[config.mk]
export PLATFORM = sky130hd
export DESIGN_NAME = instrAlign_flat
export DESIGN_NICKNAME = d
export VERILOG_FILES = /design/src/design/fetchStatusPkg.sv /design/src/design/y86IsaPkg.sv /design/src/design/fetchBytesIf.sv /design/src/design/instrAlign.sv /design/src/flat_wrapper.sv
export VERILOG_INCLUDE_DIRS = /design/src /design/src/design
export SDC_FILE = /design/constraint.sdc
export NUM_CORES = 1
export LEC_CHECK = 0
export BUFFER_PORTS_ARGS = -buffer_cell sky130_fd_sc_hd__buf_4
export CAP_MARGIN = 10
export CORE_MARGIN = 2
export CORE_UTILIZATION = 48
export CTS_CLUSTER_SIZE = 25
export DETAILED_ROUTE_END_ITERATION = 6
export PLACE_DENSITY_LB_ADDON = 0.05
export SLEW_MARGIN = 20
export SYNTH_ARGS = -nofsm -noshare
export SYNTH_HDL_FRONTEND = slang
export SYNTH_SLANG_ARGS = --single-unit
export TNS_END_PERCENT = 50
[constraint.sdc]
create_clock -name clk -period 3.1 [get_ports clk]
set_clock_uncertainty 0.1 [all_clocks]
set_input_delay 0.31 -clock clk [delete_from_list [all_inputs] [get_ports clk]]
set_output_delay 0.31 -clock clk [all_outputs]
set_load 0.02 [all_outputs]
[src/design/fetch_params.svh]
//------------------------------
// IMEM_ADDR_W must cover IMEM_BYTES; lengths are in bytes
//------------------------------
`ifndef FETCH_PARAMS_SVH
`define FETCH_PARAMS_SVH

`define IMEM_BYTES      1024 // program memory size
`define IMEM_ADDR_W     10
`define INSTR_MAX_BYTES 10   // longest encoding, read window size

// instruction lengths per class
`define LEN_BYTE_ONLY   4'd1 // halt, nop, ret
`define LEN_REG_BYTE    4'd2 // cmovxx, opq, pushq, popq
`define LEN_DEST_ONLY   4'd9 // jxx, call
`define LEN_REG_CONST   4'd10 // irmovq, rmmovq, mrmovq

`endif
[src/design/fetchStatusPkg.sv]
//------------------------------
// status order follows the Y86 stat codes
//------------------------------
`default_nettype none

package fetchStatusPkg;

    // ADR outranks INS, INS outranks HLT
    typedef enum logic [1:0] {
        STAT_AOK = 2'd0,
        STAT_HLT = 2'd1,
        STAT_ADR = 2'd2,
        STAT_INS = 2'd3
    } fetchStat_t;

    // halted is sticky until reset
    typedef enum logic {
        RUNNING = 1'b0,
        HALTED  = 1'b1
    } haltState_t;

endpackage

`default_nettype wire

[src/design/y86IsaPkg.sv]
//------------------------------
// Y86-64 encodings; unknown icodes count as one byte long
//------------------------------
`default_nettype none

`include "fetch_params.svh"

package y86IsaPkg;

    typedef logic [63:0] word_t;   // data and address word
    typedef logic [7:0]  byte_t;
    typedef logic [3:0]  nibble_t; // ifun field
    typedef logic [3:0]  regId_t;

    localparam regId_t REG_NONE = 4'hF; // no register operand

    typedef enum logic [3:0] {
        HALT   = 4'h0,
        NOP    = 4'h1,
        CMOVXX = 4'h2,
        IRMOVQ = 4'h3,
        RMMOVQ = 4'h4,
        MRMOVQ = 4'h5,
        OPQ    = 4'h6,
        JXX    = 4'h7,
        CALL   = 4'h8,
        RET    = 4'h9,
        PUSHQ  = 4'hA,
        POPQ   = 4'hB
    } icode_t;

    // encoded length in bytes from the icode nibble
    function automatic logic [3:0] instrLen(input logic [3:0] code);
        case (code)
            4'h2, 4'h6, 4'hA, 4'hB: instrLen = `LEN_REG_BYTE;
            4'h3, 4'h4, 4'h5:       instrLen = `LEN_REG_CONST;
            4'h7, 4'h8:             instrLen = `LEN_DEST_ONLY;
            default:                instrLen = `LEN_BYTE_ONLY; // also out of range
        endcase
    endfunction

endpackage

`default_nettype wire

[src/design/fetchBytesIf.sv]
//------------------------------
// all signals combinational within the fetch cycle
//------------------------------
`timescale 1ns/10ps
`default_nettype none

`include "fetch_params.svh"

interface fetchBytesIf
    import y86IsaPkg::*;
(
    input logic clk // sampling clock for checks only
);
    byte_t   instrBytes [`INSTR_MAX_BYTES]; // window starting at reqPc
    logic    reqValid;
    logic    memError;
    word_t   reqPc;

    icode_t  icode;
    nibble_t ifun;
    logic    instrValid;
    logic    needRegIds;
    logic    needValC;

    modport memSide (output instrBytes, reqValid, memError, reqPc);

    modport splitSide (input clk, instrBytes,
                       output icode, ifun, instrValid, needRegIds, needValC);

    modport alignSide (input instrBytes, reqValid, memError, reqPc,
                       icode, ifun, instrValid, needRegIds, needValC);

endinterface

`default_nettype wire

[src/design/instrAlign.sv]
//------------------------------
// outputs registered one cycle after reqValid; hold otherwise
//------------------------------
`timescale 1ns/10ps
`default_nettype none

module instrAlign
    import y86IsaPkg::*;
    import fetchStatusPkg::*;
(
    input  logic            clk,
    input  logic            rst,
    fetchBytesIf.alignSide  fb,
    output icode_t          icode,
    output nibble_t         ifun,
    output regId_t          rA,
    output regId_t          rB,
    output word_t           valC,
    output word_t           valP,
    output fetchStat_t      stat,
    output logic            halted,
    output logic            fetchDone
);
    haltState_t state;
    logic       fetchNow;
    regId_t     rANext;
    regId_t     rBNext;
    word_t      valCNext;
    word_t      valPNext;
    fetchStat_t statNext;

    assign fetchNow = fb.reqValid && (state == RUNNING); // pcValid ignored once halted
    assign rANext   = fb.needRegIds ? fb.instrBytes[1][7:4] : REG_NONE;
    assign rBNext   = fb.needRegIds ? fb.instrBytes[1][3:0] : REG_NONE;
    assign valPNext = fb.reqPc + word_t'(instrLen(fb.icode));

    always_comb
    begin
        valCNext = '0;
        if (fb.needValC)
        begin
            for (int k = 0; k < 8; k++) // little-endian, lowest byte first
            begin
                valCNext[8*k +: 8] = fb.needRegIds ? fb.instrBytes[k+2] : fb.instrBytes[k+1];
            end
        end
    end

    always_comb
    begin
        if (fb.memError)
            statNext = STAT_ADR;
        else if (!fb.instrValid)
            statNext = STAT_INS;
        else if (fb.icode == HALT)
            statNext = STAT_HLT;
        else
            statNext = STAT_AOK;
    end

    always_ff @(posedge clk)
    begin
        if (rst)
        begin
            state     <= RUNNING;
            fetchDone <= 1'b0;
            icode     <= HALT;
            ifun      <= '0;
            rA        <= '0;
            rB        <= '0;
            valC      <= '0;
            valP      <= '0;
            stat      <= STAT_AOK;
        end
        else
        begin
            fetchDone <= fetchNow;
            if (fetchNow)
            begin
                icode <= fb.icode;
                ifun  <= fb.ifun;
                rA    <= rANext;
                rB    <= rBNext;
                valC  <= valCNext;
                valP  <= valPNext; // reported even on ADR or INS
                stat  <= statNext;
                if (statNext == STAT_HLT)
                begin
                    state <= HALTED;
                end
            end
        end
    end

    assign halted = (state == HALTED);

    noFetchWhenHalted: assert property (@(posedge clk) disable iff (rst)
        halted |=> !fetchDone);

endmodule

`default_nettype wire

[src/flat_wrapper.sv]
// flat-port wrapper written by rule: the top's interface ports become plain ports
module instrAlign_flat import y86IsaPkg::*; import fetchStatusPkg::*;
  (clk, rst, icode, ifun, rA, rB, valC, valP, stat, halted, fetchDone, fb_instrBytes, fb_reqValid, fb_memError, fb_reqPc, fb_icode, fb_ifun, fb_instrValid, fb_needRegIds, fb_needValC);
  fetchBytesIf fb_i (.clk(clk));
  input  logic clk;
  input  logic rst;
  output icode_t icode;
  output nibble_t ifun;
  output regId_t rA;
  output regId_t rB;
  output word_t valC;
  output word_t valP;
  output fetchStat_t stat;
  output logic halted;
  output logic fetchDone;
  input wire logic [$bits(fb_i.instrBytes)-1:0] fb_instrBytes;
  input wire logic [$bits(fb_i.reqValid)-1:0] fb_reqValid;
  input wire logic [$bits(fb_i.memError)-1:0] fb_memError;
  input wire logic [$bits(fb_i.reqPc)-1:0] fb_reqPc;
  input wire logic [$bits(fb_i.icode)-1:0] fb_icode;
  input wire logic [$bits(fb_i.ifun)-1:0] fb_ifun;
  input wire logic [$bits(fb_i.instrValid)-1:0] fb_instrValid;
  input wire logic [$bits(fb_i.needRegIds)-1:0] fb_needRegIds;
  input wire logic [$bits(fb_i.needValC)-1:0] fb_needValC;
  assign fb_i.instrBytes = {>>{fb_instrBytes}};
  assign fb_i.reqValid = fb_reqValid;
  assign fb_i.memError = fb_memError;
  assign fb_i.reqPc = fb_reqPc;
  assign fb_i.icode = fb_icode;
  assign fb_i.ifun = fb_ifun;
  assign fb_i.instrValid = fb_instrValid;
  assign fb_i.needRegIds = fb_needRegIds;
  assign fb_i.needValC = fb_needValC;
  instrAlign u_core (.clk(clk), .rst(rst), .fb(fb_i), .icode(icode), .ifun(ifun), .rA(rA), .rB(rB), .valC(valC), .valP(valP), .stat(stat), .halted(halted), .fetchDone(fetchDone));
endmodule
==> reports/results.tsv, run 1 <==
metric	value	unit
peakVddDrop	383	uV
insertion_delay	0.41	ns
placed_cell_area	0.00953	mm2
path_max_fanout	23	
finalHoldViolCount	0	
synth.cell_area	0.00716	mm2
synth_nets	982	
finalSetupViolations	0	
clk_path_buf_depth	2	
synthDistinctLibCells	47	
viasPerCell	5.44	
fp.coreArea	0.0145	mm2
synth-xor-area-share	0.0575	
first_pass_iters	5	
grt_pass1_wl	33700	um
synth.area.top_cells	dfxtp_1 (41%), mux2_2 (8.8%), nor2_1 (7.5%)	
grt_antenna_before_repair	0	
yosys-top-cells-count	dfxtp_1 (148), nor2_1 (144), a22oi_1 (64)	
yosysSeqAreaShare	0.414	
die_area	0.0159	mm2
h-tree-depth	4	
rsz0062_at_grt	false	
worstSetupEndpointType	flop	
synthMuxAreaShare	0.0922	
yosys_warnings	0	
worst_setup_path_start_kind	input port	
required	3.33	ns
hold_buffers	0	
antennaDiodeCount	0	
rows	44	
status	finished clean	
cts_tree	yes	
initial_core_util	0.493	
power_density	491	mW/mm2
synth-simple-area-share	0.204	
synth_ff_type	dfxtp_1	
worst_slew_pin_slew	0.932	ns
synth_edf_count	0	
synth_cells	819	
drt-total-wl	21500	um
gp_congestion	0.801	
clock_sinks	148	
cts-resized-gates	0	
tns	0	ns
avgSynthCellArea	8.75	um2
synth_top_area_share	0.414	
p_leak	4.29	nW
yosysTopAreaCell	dfxtp_1	
io_pins	307	
fmax	0.370	GHz
post_cts_buffers	0	
dieWidth	126	um
hpwlAfterDp	15600	um
hp-class	input port to flop	
vias	6967	
drive_gt1_frac	0.380	
synth_top_family_by_area	simple AND/OR/NAND/NOR gates	
ant_nets	0	
path_class	input port to flop	
post-route-drc-count	0	
die_y	126	um
cp.arrival	2.93	ns
io_buffers	298	
yosys.cell_count.top_type	dfxtp_1	
wl_per_cell	16.8	um
syn_to_final_growth	40.7	%
fin_nets	1249	
fin_crit	2.70	ns
relSlewSlack	0.379	
grt_pass1_vias	6466	
drtIter0Drc	388	
async_flop_share	0	
root_buffer	clkbuf_16	
grt_max_degree	149	
final_cells	1281	
drv_slew	0	
synth-compound-area-share	0.178	
cts_inserted_buffers	17	
path_clk_slew	0.06	ns
fin_area	0.0101	mm2
drv_cap	0	
gr-usage-all-layers	0.264	
dp_cells	1251	
synth_adder_area_share	0.00803	
period_share	0.871	
ys_ff_latch	148	
gr-total-overflow	0	
## flip-flops by register name (all words and copies together) (netlist names)
register,cells
u_core.rB,4
u_core.fetchDone,1
u_core.halted,1
u_core.stat,2
u_core.icode,4
u_core.ifun,4
u_core.valP,64
u_core.valC,64
u_core.rA,4
## logic make-up after synthesis
kind of cell,Yosys count
buf+inv,85
compound gates,176
flops,148
xor+xnor,47
fa+ha+maj,4
mux,59
simple gates,300
## layout make-up
type,count,area (um2)
inverter,21,78.8
multi-input combinational,586,3880
clock buffer,26,499
clock inverter,4,47.5
fill,1283,4460
sequential,148,2960
timing repair buffer,312,2380
tap,184,230
## layer usage
layer / global-route usage / up-vias / routed length [um] / part of all wire
li1: - / 3475 / - / -
met1: 0.325 / 3220 / 8690 / 0.40
met2: 0.450 / 248 / 10800 / 0.50
met3: 0.0709 / 24 / 1690 / 0.079
met4: 0.0834 / 0 / 324 / 0.015
met5: 0 / - / 0 / 0
## worst paths after layout
| check | from | to | slack, ns | cells past startpoint |
|---|---|---|---|---|
| worst max-delay path | fb_icode[1] | u_core.valP[58]$_SDFFE_PP0P_ | 0.40 | 13 |
| worst min-delay path | fb_ifun[3] | u_core.ifun[3]$_SDFFE_PP0P_ | 0.04 | 3 |
| worst max register to register | u_core.halted$_SDFFE_PP0P_ | u_core.valC[13]$_SDFFE_PP0P_ | 1.20 | 4 |
| worst min register to register | u_core.valP[2]$_SDFFE_PP0P_ | u_core.valP[2]$_SDFFE_PP0P_ | 0.35 | 2 |
## power by group
part	total [mW]	switching, mW	leakage [nW]	internal, mW
registers	2.08	0.0595	1.22	2.02
logic	0.947	0.505	2.81	0.442
clock network	1.92	0.745	0.266	1.18
## cell usage in the layout, fill, tap and decap left out, types with 2 or more instances in the layout
cell,Yosys,layout
clkbuf_1,50,5
and4_1,5,5
nor4_1,7,7
mux2_2,56,56
buf_4,0,309
clkbuf_16,0,17
o21ai_0,22,22
nor3_1,13,13
ha_1,3,3
nor2_1,144,144
or3_1,14,14
xnor2_1,35,35
clkbuf_8,0,4
a21oi_1,15,15
a211oi_2,2,2
and3_1,3,3
nand2_1,59,59
nand4_4,2,2
mux2i_1,3,3
nand3_2,2,2
buf_12,0,3
clkinv_2,0,2
a311oi_1,22,22
inv_1,21,21
a211oi_1,45,45
nand3_1,16,16
nand4_1,14,14
dfxtp_1,148,148
xor2_1,12,12
nor3_2,8,8
a22oi_1,64,64
## worst max-delay path, stage by stage
cell      delay (ns)
buf_4           0.12
a21oi_1         0.08
mux2i_1         0.18
ha_1            0.20
inv_1           0.06
fa_1            0.42
nand4b_2        0.27
a211oi_4        0.26
nand3_2         0.12
buf_12          0.18
nor4_1          0.36
xnor2_1         0.10
a211oi_1        0.25
## metrics by stage
step,hold slack (ns),setup slack [ns],power (mW),utilization
finish,0.0446,0.398,4.95,0.693
global route,0.0334,0.225,5.15,0.693
CTS,0.0294,0.443,4.98,0.693
detailed placement,0.346,-0.00684,3.06,0.656
global placement,0.339,0.100,3.05,0.656
floorplan,0.346,0.237,2.60,-
Note: power is estimated with default switching activity, not from simulation.
==> inputs of run 2 (changes only) <==
--- a/config.mk
+++ b/config.mk
@@ -7,12 +7,12 @@
 export NUM_CORES = 1
 export LEC_CHECK = 0
 export BUFFER_PORTS_ARGS = -buffer_cell sky130_fd_sc_hd__buf_4
-export CAP_MARGIN = 10
+export CAP_MARGIN = 15
 export CORE_MARGIN = 2
 export CORE_UTILIZATION = 48
 export CTS_CLUSTER_SIZE = 25
 export DETAILED_ROUTE_END_ITERATION = 6
-export PLACE_DENSITY_LB_ADDON = 0.05
+export PLACE_DENSITY = 0.91
 export SLEW_MARGIN = 20
 export SYNTH_ARGS = -nofsm -noshare
 export SYNTH_HDL_FRONTEND = slang
==> run 2 against run 1 <==
  * Worst hold slack better by 0.0018 ns
  * Total power increased by 8.4%
  * Die area is the same
  * Critical path type unchanged
  * Largest power group is now the clock network
  * Highest routed layer unchanged
==> reports/results.tsv, run 2 (synthesis gave the netlist of run 1 again) <==
metric	value	unit	change
gp_congestion	0.861		+7.5%
utilization	0.706		+0.0127
required	3.32	ns	about the same
io_pins	307		unchanged
setup_ws	0.318	ns	-0.0801 ns
cp_cell_sequence	buf_4 -> a21oi_1 -> mux2i_1 -> buf_4 -> ha_1 -> inv_1 -> fa_1 -> nand4b_2 -> a211oi_4 -> buf_4 -> nand3_2 -> buf_12 -> nor4_1 -> xnor2_1 -> a211oi_1		
clock_sinks	148		unchanged
gr-total-overflow	0		unchanged
top_regs	u_core.valC x64, u_core.valP x64		
drtIter0Drc	518		+34%
max_stage_delay	0.37	ns	-0.05 ns
grt_antenna_before_repair	0		unchanged
r2r_slack	0.96	ns	-0.24 ns
cp.arrival	3.00	ns	+0.07 ns
status	finished clean		
whs_path_depth	3		unchanged
gr-usage-all-layers	0.285		+0.0214
io_buffers	298		unchanged
slowest_stage	fa_1		
drv_cap	0		unchanged
path_max_fanout	22		-4.3%
ant_nets	0		unchanged
root_buffer	clkbuf_16		
post_cts_buffers	0		unchanged
preCtsSetupSlack	-0.150	ns	-0.143 ns
syn_to_final_growth	43.2	%	
fmax	0.360	GHz	-2.9%
fill_cells	1099		-14%
rows	44		unchanged
hold_buffers	0		unchanged
fin_crit	2.78	ns	+0.0801 ns
fin_area	0.0103	mm2	+1.8%
path_clk_slew	0.06	ns	about the same
relSlewSlack	0.382		+0.00330
finalSetupViolations	0		unchanged
multi_input_area	0.00388	mm2	unchanged
tns	0	ns	unchanged
initial_core_util	0.493		unchanged
drv_slew	0		unchanged
h-tree-depth	4		unchanged
path_class	input port to flop		
clk_path_buf_depth	2		unchanged
final_cell_mix	buf_4 (317), dfxtp_1 (148), nor2_1 (144), a22oi_1 (64), nand2_1 (59)		
dp_cells	1259		+0.64%
fin_total_pwr	5.36	mW	+8.4%
endpoint	u_core.valP[58]$_SDFFE_PP0P_		
drt-total-wl	23500	um	+9.2%
wl_per_cell	18.2	um	+8.3%
finalHoldViolCount	0		unchanged
cts-resized-gates	0		unchanged
worstSetupEndpointType	flop		
holdWs	0.0464	ns	+0.00181 ns
die_area	0.0159	mm2	unchanged
hpwlAfterDp	16900	um	+8.7%
grt_pass1_vias	7004		+8.3%
p_leak	4.39	nW	+2.3%
crit_start	fb_icode[1]		
seq_area	0.00296	mm2	unchanged
fin_nets	1257		+0.64%
rsz0062_at_grt	false		
worst_slew_pin_slew	0.927	ns	-0.00495 ns
drive_gt1_frac	0.388		+0.00831
period_share	0.897		+0.0258
peakVddDrop	359	uV	-6.5%
cts_tree	yes		
post-route-drc-count	0		unchanged
dieWidth	126	um	unchanged
grt_pass1_wl	36200	um	+7.5%
grt_max_degree	149		unchanged
rr_endpoint	u_core.valC[43]$_SDFFE_PP0P_		
first_pass_iters	5		unchanged
vias	7363		+5.7%
hp-class	input port to flop		
insertion_delay	0.41	ns	about the same
cts_inserted_buffers	17		unchanged
viasPerCell	5.70		+4.9%
die_y	126	um	unchanged
critPathMostFrequentCell	buf_4		
worstRegToRegCells	4		unchanged
antennaDiodeCount	0		unchanged
fp.coreArea	0.0145	mm2	unchanged
worst_setup_path_start_kind	input port		
final_common_cell	buf_4		
power_density	522	mW/mm2	+6.4%
regToRegStartpoint	u_core.halted$_SDFFE_PP0P_		
placed_cell_area	0.00959	mm2	+0.63%
final_cells	1291		+0.78%
==> run 2: worst min path at each step <==
| stage | slack [ns] | start | endpoint |
|---|---|---|---|
| floorplan | 0.35 | fb_icode[0] | u_core.icode[0]$_SDFFE_PP0P_ |
| global placement | 0.34 | u_core.valP[2]$_SDFFE_PP0P_ | u_core.valP[2]$_SDFFE_PP0P_ |
| detailed placement | 0.35 | u_core.valP[5]$_SDFFE_PP0P_ | u_core.valP[5]$_SDFFE_PP0P_ |
| CTS | 0.03 | fb_ifun[0] | u_core.ifun[0]$_SDFFE_PP0P_ |
| global route | 0.04 | fb_ifun[3] | u_core.ifun[3]$_SDFFE_PP0P_ |
| finish | 0.05 | fb_ifun[0] | u_core.ifun[0]$_SDFFE_PP0P_ |
==> run 2: layer usage <==
metal | vias up | track usage | part of all wire
met5 | - | 0 | 0
met1 | 3455 | 0.310 | 0.36
met2 | 352 | 0.503 | 0.51
li1 | 3489 | - | -
met3 | 67 | 0.0884 | 0.088
met4 | 0 | 0.138 | 0.042
==> run 2: report_power, final <==
| group | switching, mW | internal (mW) | leakage [nW] | total [mW] |
|---|---|---|---|---|
| sequential | 0.0620 | 2.02 | 1.22 | 2.08 |
| combinational | 0.529 | 0.446 | 2.84 | 0.975 |
| clock | 0.772 | 1.54 | 0.330 | 2.31 |
==> run 2: worst max-delay path, delay by kind of cell <==
kind / cells / cell delay (ns)
multiplexers: 1 / 0.19
buffers and inverters: 5 / 0.67
AND/OR/NAND/NOR: 3 / 0.68
XOR/XNOR: 1 / 0.10
adder cells (fa/ha/maj): 2 / 0.53
AO/OA/AOI/OAI: 3 / 0.52
==> run 2: area by class of cell <==
cell class | instances | area share
Clock buffer | 24 | 0.0489
Timing Repair Buffer | 320 | 0.238
Tap cell | 184 | 0.0224
Clock inverter | 8 | 0.0165
Inverter | 21 | 0.00768
Sequential cell | 148 | 0.289
Multi-Input combinational cell | 586 | 0.378
