File: config.mk
export PLATFORM = sky130hd
export DESIGN_NAME = instrSplit_flat
export DESIGN_NICKNAME = d
export VERILOG_FILES = /design/src/design/y86IsaPkg.sv /design/src/design/fetchBytesIf.sv /design/src/design/instrSplit.sv /design/src/flat_wrapper.sv
export VERILOG_INCLUDE_DIRS = /design/src /design/src/design
export SDC_FILE = /design/constraint.sdc
export NUM_CORES = 1
export LEC_CHECK = 0
export ABC_AREA = 1
export BUFFER_PORTS_ARGS = -buffer_cell sky130_fd_sc_hd__buf_2
export CORE_AREA = 3 3 40 42
export DETAILED_ROUTE_END_ITERATION = 8
export DIE_AREA = 0 0 43 45
export MAX_ROUTING_LAYER = met4
export PLACE_DENSITY = 0.85
export SYNTH_ARGS = -nofsm -noshare
export SYNTH_HDL_FRONTEND = slang
export SYNTH_SLANG_ARGS = --single-unit
File: constraint.sdc
create_clock -name vclk -period 2.1
set_input_delay 0.525 -clock vclk [all_inputs]
set_output_delay 0.525 -clock vclk [all_outputs]
set_load 0.01 [all_outputs]
File: src/design/fetch_params.svh
//------------------------------
// IMEM_ADDR_W must cover IMEM_BYTES; lengths are in bytes
//------------------------------
`ifndef FETCH_PARAMS_SVH
`define FETCH_PARAMS_SVH

`define IMEM_BYTES      1024 // program memory size
`define IMEM_ADDR_W     10
`define INSTR_MAX_BYTES 10   // longest encoding, read window size

// instruction lengths per class
`define LEN_BYTE_ONLY   4'd1 // halt, nop, ret
`define LEN_REG_BYTE    4'd2 // cmovxx, opq, pushq, popq
`define LEN_DEST_ONLY   4'd9 // jxx, call
`define LEN_REG_CONST   4'd10 // irmovq, rmmovq, mrmovq

`endif
File: src/design/y86IsaPkg.sv
//------------------------------
// Y86-64 encodings; unknown icodes count as one byte long
//------------------------------
`default_nettype none

`include "fetch_params.svh"

package y86IsaPkg;

    typedef logic [63:0] word_t;   // data and address word
    typedef logic [7:0]  byte_t;
    typedef logic [3:0]  nibble_t; // ifun field
    typedef logic [3:0]  regId_t;

    localparam regId_t REG_NONE = 4'hF; // no register operand

    typedef enum logic [3:0] {
        HALT   = 4'h0,
        NOP    = 4'h1,
        CMOVXX = 4'h2,
        IRMOVQ = 4'h3,
        RMMOVQ = 4'h4,
        MRMOVQ = 4'h5,
        OPQ    = 4'h6,
        JXX    = 4'h7,
        CALL   = 4'h8,
        RET    = 4'h9,
        PUSHQ  = 4'hA,
        POPQ   = 4'hB
    } icode_t;

    // encoded length in bytes from the icode nibble
    function automatic logic [3:0] instrLen(input logic [3:0] code);
        case (code)
            4'h2, 4'h6, 4'hA, 4'hB: instrLen = `LEN_REG_BYTE;
            4'h3, 4'h4, 4'h5:       instrLen = `LEN_REG_CONST;
            4'h7, 4'h8:             instrLen = `LEN_DEST_ONLY;
            default:                instrLen = `LEN_BYTE_ONLY; // also out of range
        endcase
    endfunction

endpackage

`default_nettype wire

File: src/design/fetchBytesIf.sv
//------------------------------
// all signals combinational within the fetch cycle
//------------------------------
`timescale 1ns/10ps
`default_nettype none

`include "fetch_params.svh"

interface fetchBytesIf
    import y86IsaPkg::*;
(
    input logic clk // sampling clock for checks only
);
    byte_t   instrBytes [`INSTR_MAX_BYTES]; // window starting at reqPc
    logic    reqValid;
    logic    memError;
    word_t   reqPc;

    icode_t  icode;
    nibble_t ifun;
    logic    instrValid;
    logic    needRegIds;
    logic    needValC;

    modport memSide (output instrBytes, reqValid, memError, reqPc);

    modport splitSide (input clk, instrBytes,
                       output icode, ifun, instrValid, needRegIds, needValC);

    modport alignSide (input instrBytes, reqValid, memError, reqPc,
                       icode, ifun, instrValid, needRegIds, needValC);

endinterface

`default_nettype wire

File: src/design/instrSplit.sv
//------------------------------
// purely combinational; clk only samples the check
//------------------------------
`timescale 1ns/10ps
`default_nettype none

module instrSplit
    import y86IsaPkg::*;
(
    fetchBytesIf.splitSide fb
);
    logic [3:0] rawCode;   // icode nibble before the enum cast
    logic       codeInRange;
    logic       ifunLegal;

    assign rawCode     = fb.instrBytes[0][7:4];
    assign codeInRange = rawCode <= 4'(POPQ);
    assign fb.icode    = icode_t'(rawCode);
    assign fb.ifun     = fb.instrBytes[0][3:0];

    always_comb
    begin
        ifunLegal     = (fb.ifun == 4'h0); // most classes take no function code
        fb.needRegIds = 1'b0;
        fb.needValC   = 1'b0;
        case (fb.icode)
            CMOVXX:
            begin
                ifunLegal     = (fb.ifun <= 4'd6);
                fb.needRegIds = 1'b1;
            end
            OPQ:
            begin
                ifunLegal     = (fb.ifun <= 4'd3); // add, sub, and, xor
                fb.needRegIds = 1'b1;
            end
            JXX:
            begin
                ifunLegal   = (fb.ifun <= 4'd6);
                fb.needValC = 1'b1;
            end
            IRMOVQ, RMMOVQ, MRMOVQ:
            begin
                fb.needRegIds = 1'b1;
                fb.needValC   = 1'b1;
            end
            PUSHQ, POPQ: fb.needRegIds = 1'b1;
            CALL:        fb.needValC   = 1'b1;
            default:
            begin
                // halt, nop, ret and unknown codes carry nothing
            end
        endcase
    end

    assign fb.instrValid = codeInRange && ifunLegal;

    // every legal code is a named member of icode_t
    validInEnum: assert property (@(posedge fb.clk)
        fb.instrValid |-> (fb.icode inside {HALT, NOP, CMOVXX, IRMOVQ, RMMOVQ, MRMOVQ,
                                            OPQ, JXX, CALL, RET, PUSHQ, POPQ}));

endmodule

`default_nettype wire

File: src/flat_wrapper.sv
// flat-port wrapper written by rule: the top's interface ports become plain ports
module instrSplit_flat import y86IsaPkg::*;
  (clk, fb_instrBytes, fb_icode, fb_ifun, fb_instrValid, fb_needRegIds, fb_needValC);
  fetchBytesIf fb_i (.clk(clk));
  input wire logic clk;
  input wire logic [$bits(fb_i.instrBytes)-1:0] fb_instrBytes;
  output wire logic [$bits(fb_i.icode)-1:0] fb_icode;
  output wire logic [$bits(fb_i.ifun)-1:0] fb_ifun;
  output wire logic [$bits(fb_i.instrValid)-1:0] fb_instrValid;
  output wire logic [$bits(fb_i.needRegIds)-1:0] fb_needRegIds;
  output wire logic [$bits(fb_i.needValC)-1:0] fb_needValC;
  assign fb_i.instrBytes = {>>{fb_instrBytes}};
  assign fb_icode = fb_i.icode;
  assign fb_ifun = fb_i.ifun;
  assign fb_instrValid = fb_i.instrValid;
  assign fb_needRegIds = fb_i.needRegIds;
  assign fb_needValC = fb_i.needValC;
  instrSplit u_core (.fb(fb_i));
endmodule
==> results.yml, run 1 <==
global_routing:
  antenna_found_initial: 0
  grt_pass1_vias: 196
  grt_max_degree: 6
  grt_pass1_wl_um: 814
  grt_overflow: 0
  grt_usage: 0.0529
critical_path:
  crit_type: "in2out"
  arrival_ps: 1240
  end_kind: "primary output"
  required_ps: 1570
  crit_path_top_delay_cell: "nor2_1"
  path_cells: "buf_2, nor2_1, nand2_1, nand2_1, nand2_1, a21oi_2, buf_2"
  path_buf_inv: 2
  critPathLaunch: "fb_instrBytes[79]"
  slowest_delay_ps: 150
  cpMostUsedCell: "nand2_1"
  path_max_fanout: 4
  cp-start-kind: "input pin"
  cp_top_family: "simple AND/OR/NAND/NOR gates"
min_path:
  whs_path_depth: 2
  min_path_type: "in2out"
  hold_start: "fb_instrBytes[75]"
  holdPathEnd: "fb_ifun[3]"
job:
  maxCapViolations: 0
timing:
  tns_ps: 0
  whs_ps: 1250
  setup_violations: 0
  max_slew_margin: 0.872
  final.period_utilization: 0.843
  period_needed_ps: 1770
  timing.fmax_ghz: 0.565
  final_max_slew_viol_count: 0
  rsz0062_at_grt: "no"
  tightest_slew_ps: 192
  hold_viol: 0
power_and_ir_drop:
  max-vdd-ir-drop_uv: 46.9
  p_per_area_mw_per_mm2: 205
  power.leakage_nw: 0.146
yosys:
  yosysMostFrequentCell: "nand2_1"
  synth_cells: 33
  ys_top_cells_by_area: "buf_4 (34%), nand2_1 (19%), inv_1 (8.4%), nor2_1 (6.3%), nor2_4 (6.3%)"
  synth_top_area_share: 0.336
  netlist-cell-type-count: 13
  avgSynthCellArea_um2: 5.42
  synthTopCellsByCount: "nand2_1 (9), buf_4 (8), inv_1 (4)"
  synth_area_leader_cell: "buf_4"
  synth_area_um2: 179
  ys.warnings.count: 0
  synth.net_count: 114
  synth_seq_area_share: 0
routing:
  drt_iter0_drc: 1
  viasPerCell: 3.78
  ant_nets: 0
  wirelength_um: 517
  dr.pass1.iters: 2
  wire_per_inst_um: 8.76
  vias: 223
  drc: 0
final_layout:
  drive_gt1_frac: 0.500
  diodes: 0
  finalNonFillerCells: 59
  nets: 127
  clock_buffer_count: 0
  final_area_um2: 233
  nFlopsAndLatches: 0
  regArea_um2: 0
  fillers: 151
  area_growth_pct: 30.1
placed_design:
  dp_cells: 59
  place_congestion: 0.675
  dp_hpwl_um: 464
  portBuffers: 19
  post_dp_cell_area_um2: 233
die:
  io_pins: 92
  start_util: 0.139
  rows: 13
  die_y_um: 45
  die-area_mm2: 0.00194
  core_area_mm2: 0.00128
  die_x_um: 43
clocking:
  post-cts-setup-buffer-count: 0
  ctsResizeCount: 0
  hold_buffers: 0
run_status:
  status: "completed"
==> kinds of logic (layout without fill, tap and decap cells) <==
family	Yosys count	count (layout)	share of synthesized area
compound gates	5	5	0.182
simple gates	15	15	0.378
buf+inv	13	24	0.441
==> placed cells by master (no fill, tap or decap), drive strengths merged <==
master	count
nor2	4
nand2	9
o22ai	1
inv	5
a21oi	2
or2	1
nand3	1
o21bai	1
buf	19
o21ai	1
==> through the flow <==
step	util	worst slack, ps	power, mW
floorplan	-	565	0.0331
global placement	0.181	331	0.0470
detailed placement	0.181	325	0.0482
CTS	0.181	321	0.0485
global route	0.181	228	0.0533
finish	0.181	330	0.0478
==> per-layer routing <==
metal  GRT usage  up-vias  wire, um
met4           0        0         0
met3           0        0        45
met5           -        -         0
met2      0.0928       14       220
li1            -      116         -
met1      0.0738       93       250
==> area by class of cell <==
type	count	area, um^2	area share
repair buffers	19	95.1	0.409
inverters	5	18.8	0.0806
well taps	15	18.8	0.0806
multi-input cells	20	100	0.430
==> where the power goes <==
| part | switching, mW | internal [mW] | total, mW |
|---|---|---|---|
| clock | 0 | 0 | 0 |
| combinational | 0.0275 | 0.0202 | 0.0478 |
| sequential | 0 | 0 | 0 |
| total | 0.0275 | 0.0202 | 0.0478 |
==> worst max-delay path by stage <==
stage,endpoint,slack [ps],cells after the start
finish,fb_instrValid,330,7
global route,fb_instrValid,230,7
CTS,fb_instrValid,320,7
detailed placement,fb_instrValid,330,7
global placement,fb_instrValid,330,8
floorplan,fb_instrValid,570,6
No activity file was read; power rests on OpenSTA's default activity.
==> run 2, diff against run 1 <==
--- a/config.mk
+++ b/config.mk
@@ -6,13 +6,13 @@
 export SDC_FILE = /design/constraint.sdc
 export NUM_CORES = 1
 export LEC_CHECK = 0
-export ABC_AREA = 1
+export ABC_AREA = 0
 export BUFFER_PORTS_ARGS = -buffer_cell sky130_fd_sc_hd__buf_2
-export CORE_AREA = 3 3 40 42
+export CORE_AREA = 3 3 42 44
 export DETAILED_ROUTE_END_ITERATION = 8
-export DIE_AREA = 0 0 43 45
+export DIE_AREA = 0 0 45 47
 export MAX_ROUTING_LAYER = met4
-export PLACE_DENSITY = 0.85
+export PLACE_DENSITY = 0.77
 export SYNTH_ARGS = -nofsm -noshare
 export SYNTH_HDL_FRONTEND = slang
 export SYNTH_SLANG_ARGS = --single-unit
==> constraint.sdc (replaced) <==
create_clock -name vclk -period 1.81
set_input_delay 0.4525 -clock vclk [all_inputs]
set_output_delay 0.4525 -clock vclk [all_outputs]
set_load 0.01 [all_outputs]
==> run 2 against run 1 <==
  * Critical path depth is 1 lower
  * Critical path type unchanged
  * Die area increased by 9.3%
  * Critical endpoint unchanged
  * Via count increased by 4.9%
  * Area after synthesis fell by 5.6%
  * Design area increased by 24%
==> results.yml, run 2 <==
die:
  die-area_mm2: 0.00212
  die_x_um: 45
  io_pins: 92
  die_y_um: 47
  start_util: 0.115
  rows: 14
  core_area_mm2: 0.00147
final_layout:
  fillers: 175
  mostFrequentLayoutCell: "buf_2"
  nets: 123
  multi_input_area_um2: 116
  drive_gt1_frac: 0.700
  area_growth_pct: 70.4
  nFlopsAndLatches: 0
  utilization: 0.196
  clock_buffer_count: 0
  regArea_um2: 0
  final_area_um2: 288
  diodes: 0
  final_cell_mix: "buf_2 (16), buf_4 (4), nand2_1 (3)"
yosys:
  synth_cells: 25
  ys.warnings.count: 0
  synth_seq_area_share: 0
  yosysMostFrequentCell: "buf_4"
  netlist-cell-type-count: 14
  avgSynthCellArea_um2: 6.76
  synth_area_leader_cell: "buf_4"
  synthTopCellsByCount: "buf_4 (8), nand2_1 (3), a21oi_1 (2), nor2_1 (2)"
  synth.net_count: 106
  synth_top_area_share: 0.356
  ys_top_cells_by_area: "buf_4 (36%), a2111oi_2 (8.9%), nand2_1 (6.7%), a21oi_1 (5.9%), a31o_2 (5.2%)"
  synth_area_um2: 169
routing:
  wirelength_um: 583
  dr.pass1.iters: 4
  vias: 234
  drt_iter0_drc: 4
  drc: 0
  ant_nets: 0
  viasPerCell: 4.18
  wire_per_inst_um: 10.4
critical_path:
  cp-start-kind: "input pin"
  path_cells: "buf_8, buf_6, nor2_4, a21oi_2, a2111oi_2, buf_2"
  arrival_ps: 1280
  crit_path_top_delay_cell: "a2111oi_2"
  path_max_fanout: 5
  path_buf_inv: 3
  crit_type: "in2out"
  end_kind: "primary output"
  cp_top_family: "buffers and inverters"
  critPathLaunch: "fb_instrBytes[78]"
  slowest_delay_ps: 310
  required_ps: 1360
timing:
  hold_viol: 0
  tightest_slew_ps: 250
  rsz0062_at_grt: "yes"
  period_needed_ps: 1730
  timing.fmax_ghz: 0.577
  max_slew_margin: 0.833
  final.period_utilization: 0.957
  final_max_slew_viol_count: 0
  setup_violations: 0
power_and_ir_drop:
  p_seq_frac: 0
  switching_share: 0.486
  pwr-share-comb: 1.000
  max-vdd-ir-drop_uv: 90.6
  p_int_mw: 0.0370
  p_clk_frac: 0
  p_switching_mw: 0.0350
  p_per_area_mw_per_mm2: 250
  power.leakage_nw: 0.146
global_routing:
  grt_pass1_vias: 224
  grt_usage: 0.0577
  grt_max_degree: 7
  grt_overflow: 0
  grt_pass1_wl_um: 938
  antenna_found_initial: 0
min_path:
  min_path_type: "in2out"
  hold_start: "fb_instrBytes[75]"
placed_design:
  portBuffers: 19
  place_congestion: 0.705
  post_dp_cell_area_um2: 246
clocking:
  hold_buffers: 0
job:
  maxCapViolations: 0
run_status:
  status: "completed"
[run 2: changes by cell type in the layout (fill, tap and decap cells not counted), moves of 2 or more]
cell	before	now
nand2_1	9	3
nor2_1	3	1
buf_6	0	2
buf_4	0	4
inv_1	4	1
buf_2	19	16
[run 2: stage by stage]
stage / total power, mW / hold slack (ps) / instances / worst slack [ps] / setup TNS, ps
floorplan: 0.0378 / 935 / 25 / 228 / 0
global placement: 0.0604 / 1120 / 55 / 28.9 / 0
detailed placement: 0.0621 / 1120 / 55 / -4.84 / -4.84
CTS: 0.0623 / 1120 / 55 / 18.1 / 0
global route: 0.0779 / 1120 / 56 / -4.50 / -4.50
finish: 0.0719 / 1120 / 56 / 77.3 / 0
[run 2: routing by layer]
metal	routed length [um]	global-route usage
met3	53	0
met1	293	0.0854
met4	0	0
met5	0	-
met2	236	0.0932
[run 2: path summary, 6_finish.rpt]
kind,cells past startpoint,to,slack [ps]
max,6,fb_instrValid,80
min,2,fb_ifun[3],1120
[run 2: timing repair]
action	CTS	global route
buffers inserted	0	1
endpoints found under the hold margin	0	0
pin swaps	1	3
resized for setup	0	10
setup endpoints to repair	1	1
[run 2: layout make-up]
class | instances | area share
Tap cell | 16 | 0.0696
Timing Repair Buffer | 23 | 0.513
Multi-Input combinational cell | 16 | 0.404
Inverter | 1 | 0.0130
[run 2: power groups by stage]
stage                     clock (mW)  sequential (mW)  combinational [mW]
after global placement             0                0              0.0604
final                              0                0              0.0719
after CTS                          0                0              0.0623
after global routing               0                0              0.0779
after floorplan                    0                0              0.0378
after detailed placement           0                0              0.0621
[run 2: kinds of logic (layout without fill, tap and decap cells)]
group           after synthesis  after routing  synth area share
compound gates                6              6             0.289
simple gates                 10             10             0.333
buf+inv                       9             24             0.378
==> run 3, diff against run 2 <==
--- a/config.mk
+++ b/config.mk
@@ -13,6 +13,7 @@
 export DIE_AREA = 0 0 45 47
 export MAX_ROUTING_LAYER = met4
 export PLACE_DENSITY = 0.77
+export SETUP_SLACK_MARGIN = 0.15
 export SYNTH_ARGS = -nofsm -noshare
 export SYNTH_HDL_FRONTEND = slang
 export SYNTH_SLANG_ARGS = --single-unit
==> run 3 against run 2 <==
  * Combinational power rose by 12%
  * First-iteration DRC count shrank 75%
  * Critical path type unchanged
  * Power rose by 12%
  * Largest power group unchanged
  * Critical endpoint unchanged
  * Highest routed layer unchanged
  * Non-clock buffer count unchanged
==> results.yml, run 3 (same netlist as run 2, synthesis figures left out) <==
run_status:
  status: "completed"
timing:
  rsz0062_at_grt: "yes"
  max_slew_margin: 0.833
  final_max_slew_viol_count: 0
  period_needed_ps: 1680
  setup_violations: 0
  timing.fmax_ghz: 0.594
  hold_viol: 0
  tightest_slew_ps: 251
  final.period_utilization: 0.931
  finalWorstSetupSlack_ps: 125
critical_path:
  cp_top_family: "buffers and inverters"
  path_buf_inv: 3
  slowest_delay_ps: 260
  path_max_fanout: 5
  cpMostUsedCell: "buf_6"
  cp-start-kind: "input pin"
  crit_path_top_delay_cell: "a2111oi_2"
  path_cells: "buf_6, buf_6, nor2_4, a21oi_2, a2111oi_2, buf_2"
  required_ps: 1360
  end_kind: "primary output"
  arrival_ps: 1230
  crit_type: "in2out"
power_and_ir_drop:
  p_per_area_mw_per_mm2: 251
  max-vdd-ir-drop_uv: 109
  power.leakage_nw: 0.156
  p_total_mw: 0.0804
final_layout:
  clock_buffer_count: 0
  regArea_um2: 0
  finalNonFillerCells: 56
  mostFrequentLayoutCell: "buf_2"
  nFlopsAndLatches: 0
  nets: 123
  drive_gt1_frac: 0.825
  diodes: 0
  final_area_um2: 320
  final_cell_mix: "buf_2 (15), buf_6 (6), nand2_1 (2), buf_4 (2)"
  fillers: 174
  area_growth_pct: 89.6
placed_design:
  dp_cells: 55
  place_ws_ps: -4.84
  portBuffers: 19
  post_dp_cell_area_um2: 246
  place_congestion: 0.705
routing:
  dr.pass1.iters: 2
  wirelength_um: 590
  drc: 0
  drt_iter0_drc: 1
  vias: 231
  wire_per_inst_um: 10.5
  ant_nets: 0
  viasPerCell: 4.13
global_routing:
  antenna_found_initial: 0
  grt_max_degree: 7
  grt_pass1_wl_um: 1000
  grt_usage: 0.0626
  grt_pass1_vias: 233
  grt_overflow: 0
die:
  start_util: 0.115
  die_y_um: 47
  die-area_mm2: 0.00212
  die_x_um: 45
  rows: 14
  core_area_mm2: 0.00147
  io_pins: 92
min_path:
  min_path_type: "in2out"
job:
  maxCapViolations: 0
clocking:
  hold_buffers: 0
## run 3: worst paths after layout
check,endpoint,cells after the start,startpoint
max,fb_instrValid,6,fb_instrBytes[78]
min,fb_ifun[3],2,fb_instrBytes[75]
## run 3: report_power, final
part / leakage [nW] / internal (mW) / switching (mW) / total, mW
clock: 0 / 0 / 0 / 0
combinational: 0.156 / 0.0423 / 0.0382 / 0.0804
sequential: 0 / 0 / 0 / 0
total: 0.156 / 0.0423 / 0.0382 / 0.0804
## run 3: final cells by class
| class | count | area, um^2 | share of cell area |
|---|---|---|---|
| well taps | 16 | 20.0 | 0.0625 |
| multi-input cells | 16 | 139 | 0.434 |
| repair buffers | 23 | 158 | 0.492 |
| inverters | 1 | 3.75 | 0.0117 |
## run 3: timing repair
item,CTS,global route
buffers inserted,1,0
endpoints found under the setup margin,3,3
pin swaps,5,0
gates resized for setup,15,2
## run 3: stage by stage
stage	hold WS (ps)	setup TNS, ps	utilization
4_1_cts	1120	0	0.213
6_report	1120	0	0.218
5_1_grt	1130	0	0.218
2_1_floorplan	935	0	-
3_3_place_gp	1120	0	0.168
3_5_place_dp	1120	-4.84	0.168
## run 3: metal layers
metal,vias to the layer above,wire [um],global-route usage
li1,111,-,-
met1,102,292,0.0899
met2,18,247,0.105
met3,0,51,0
met4,0,0,0
met5,-,0,-
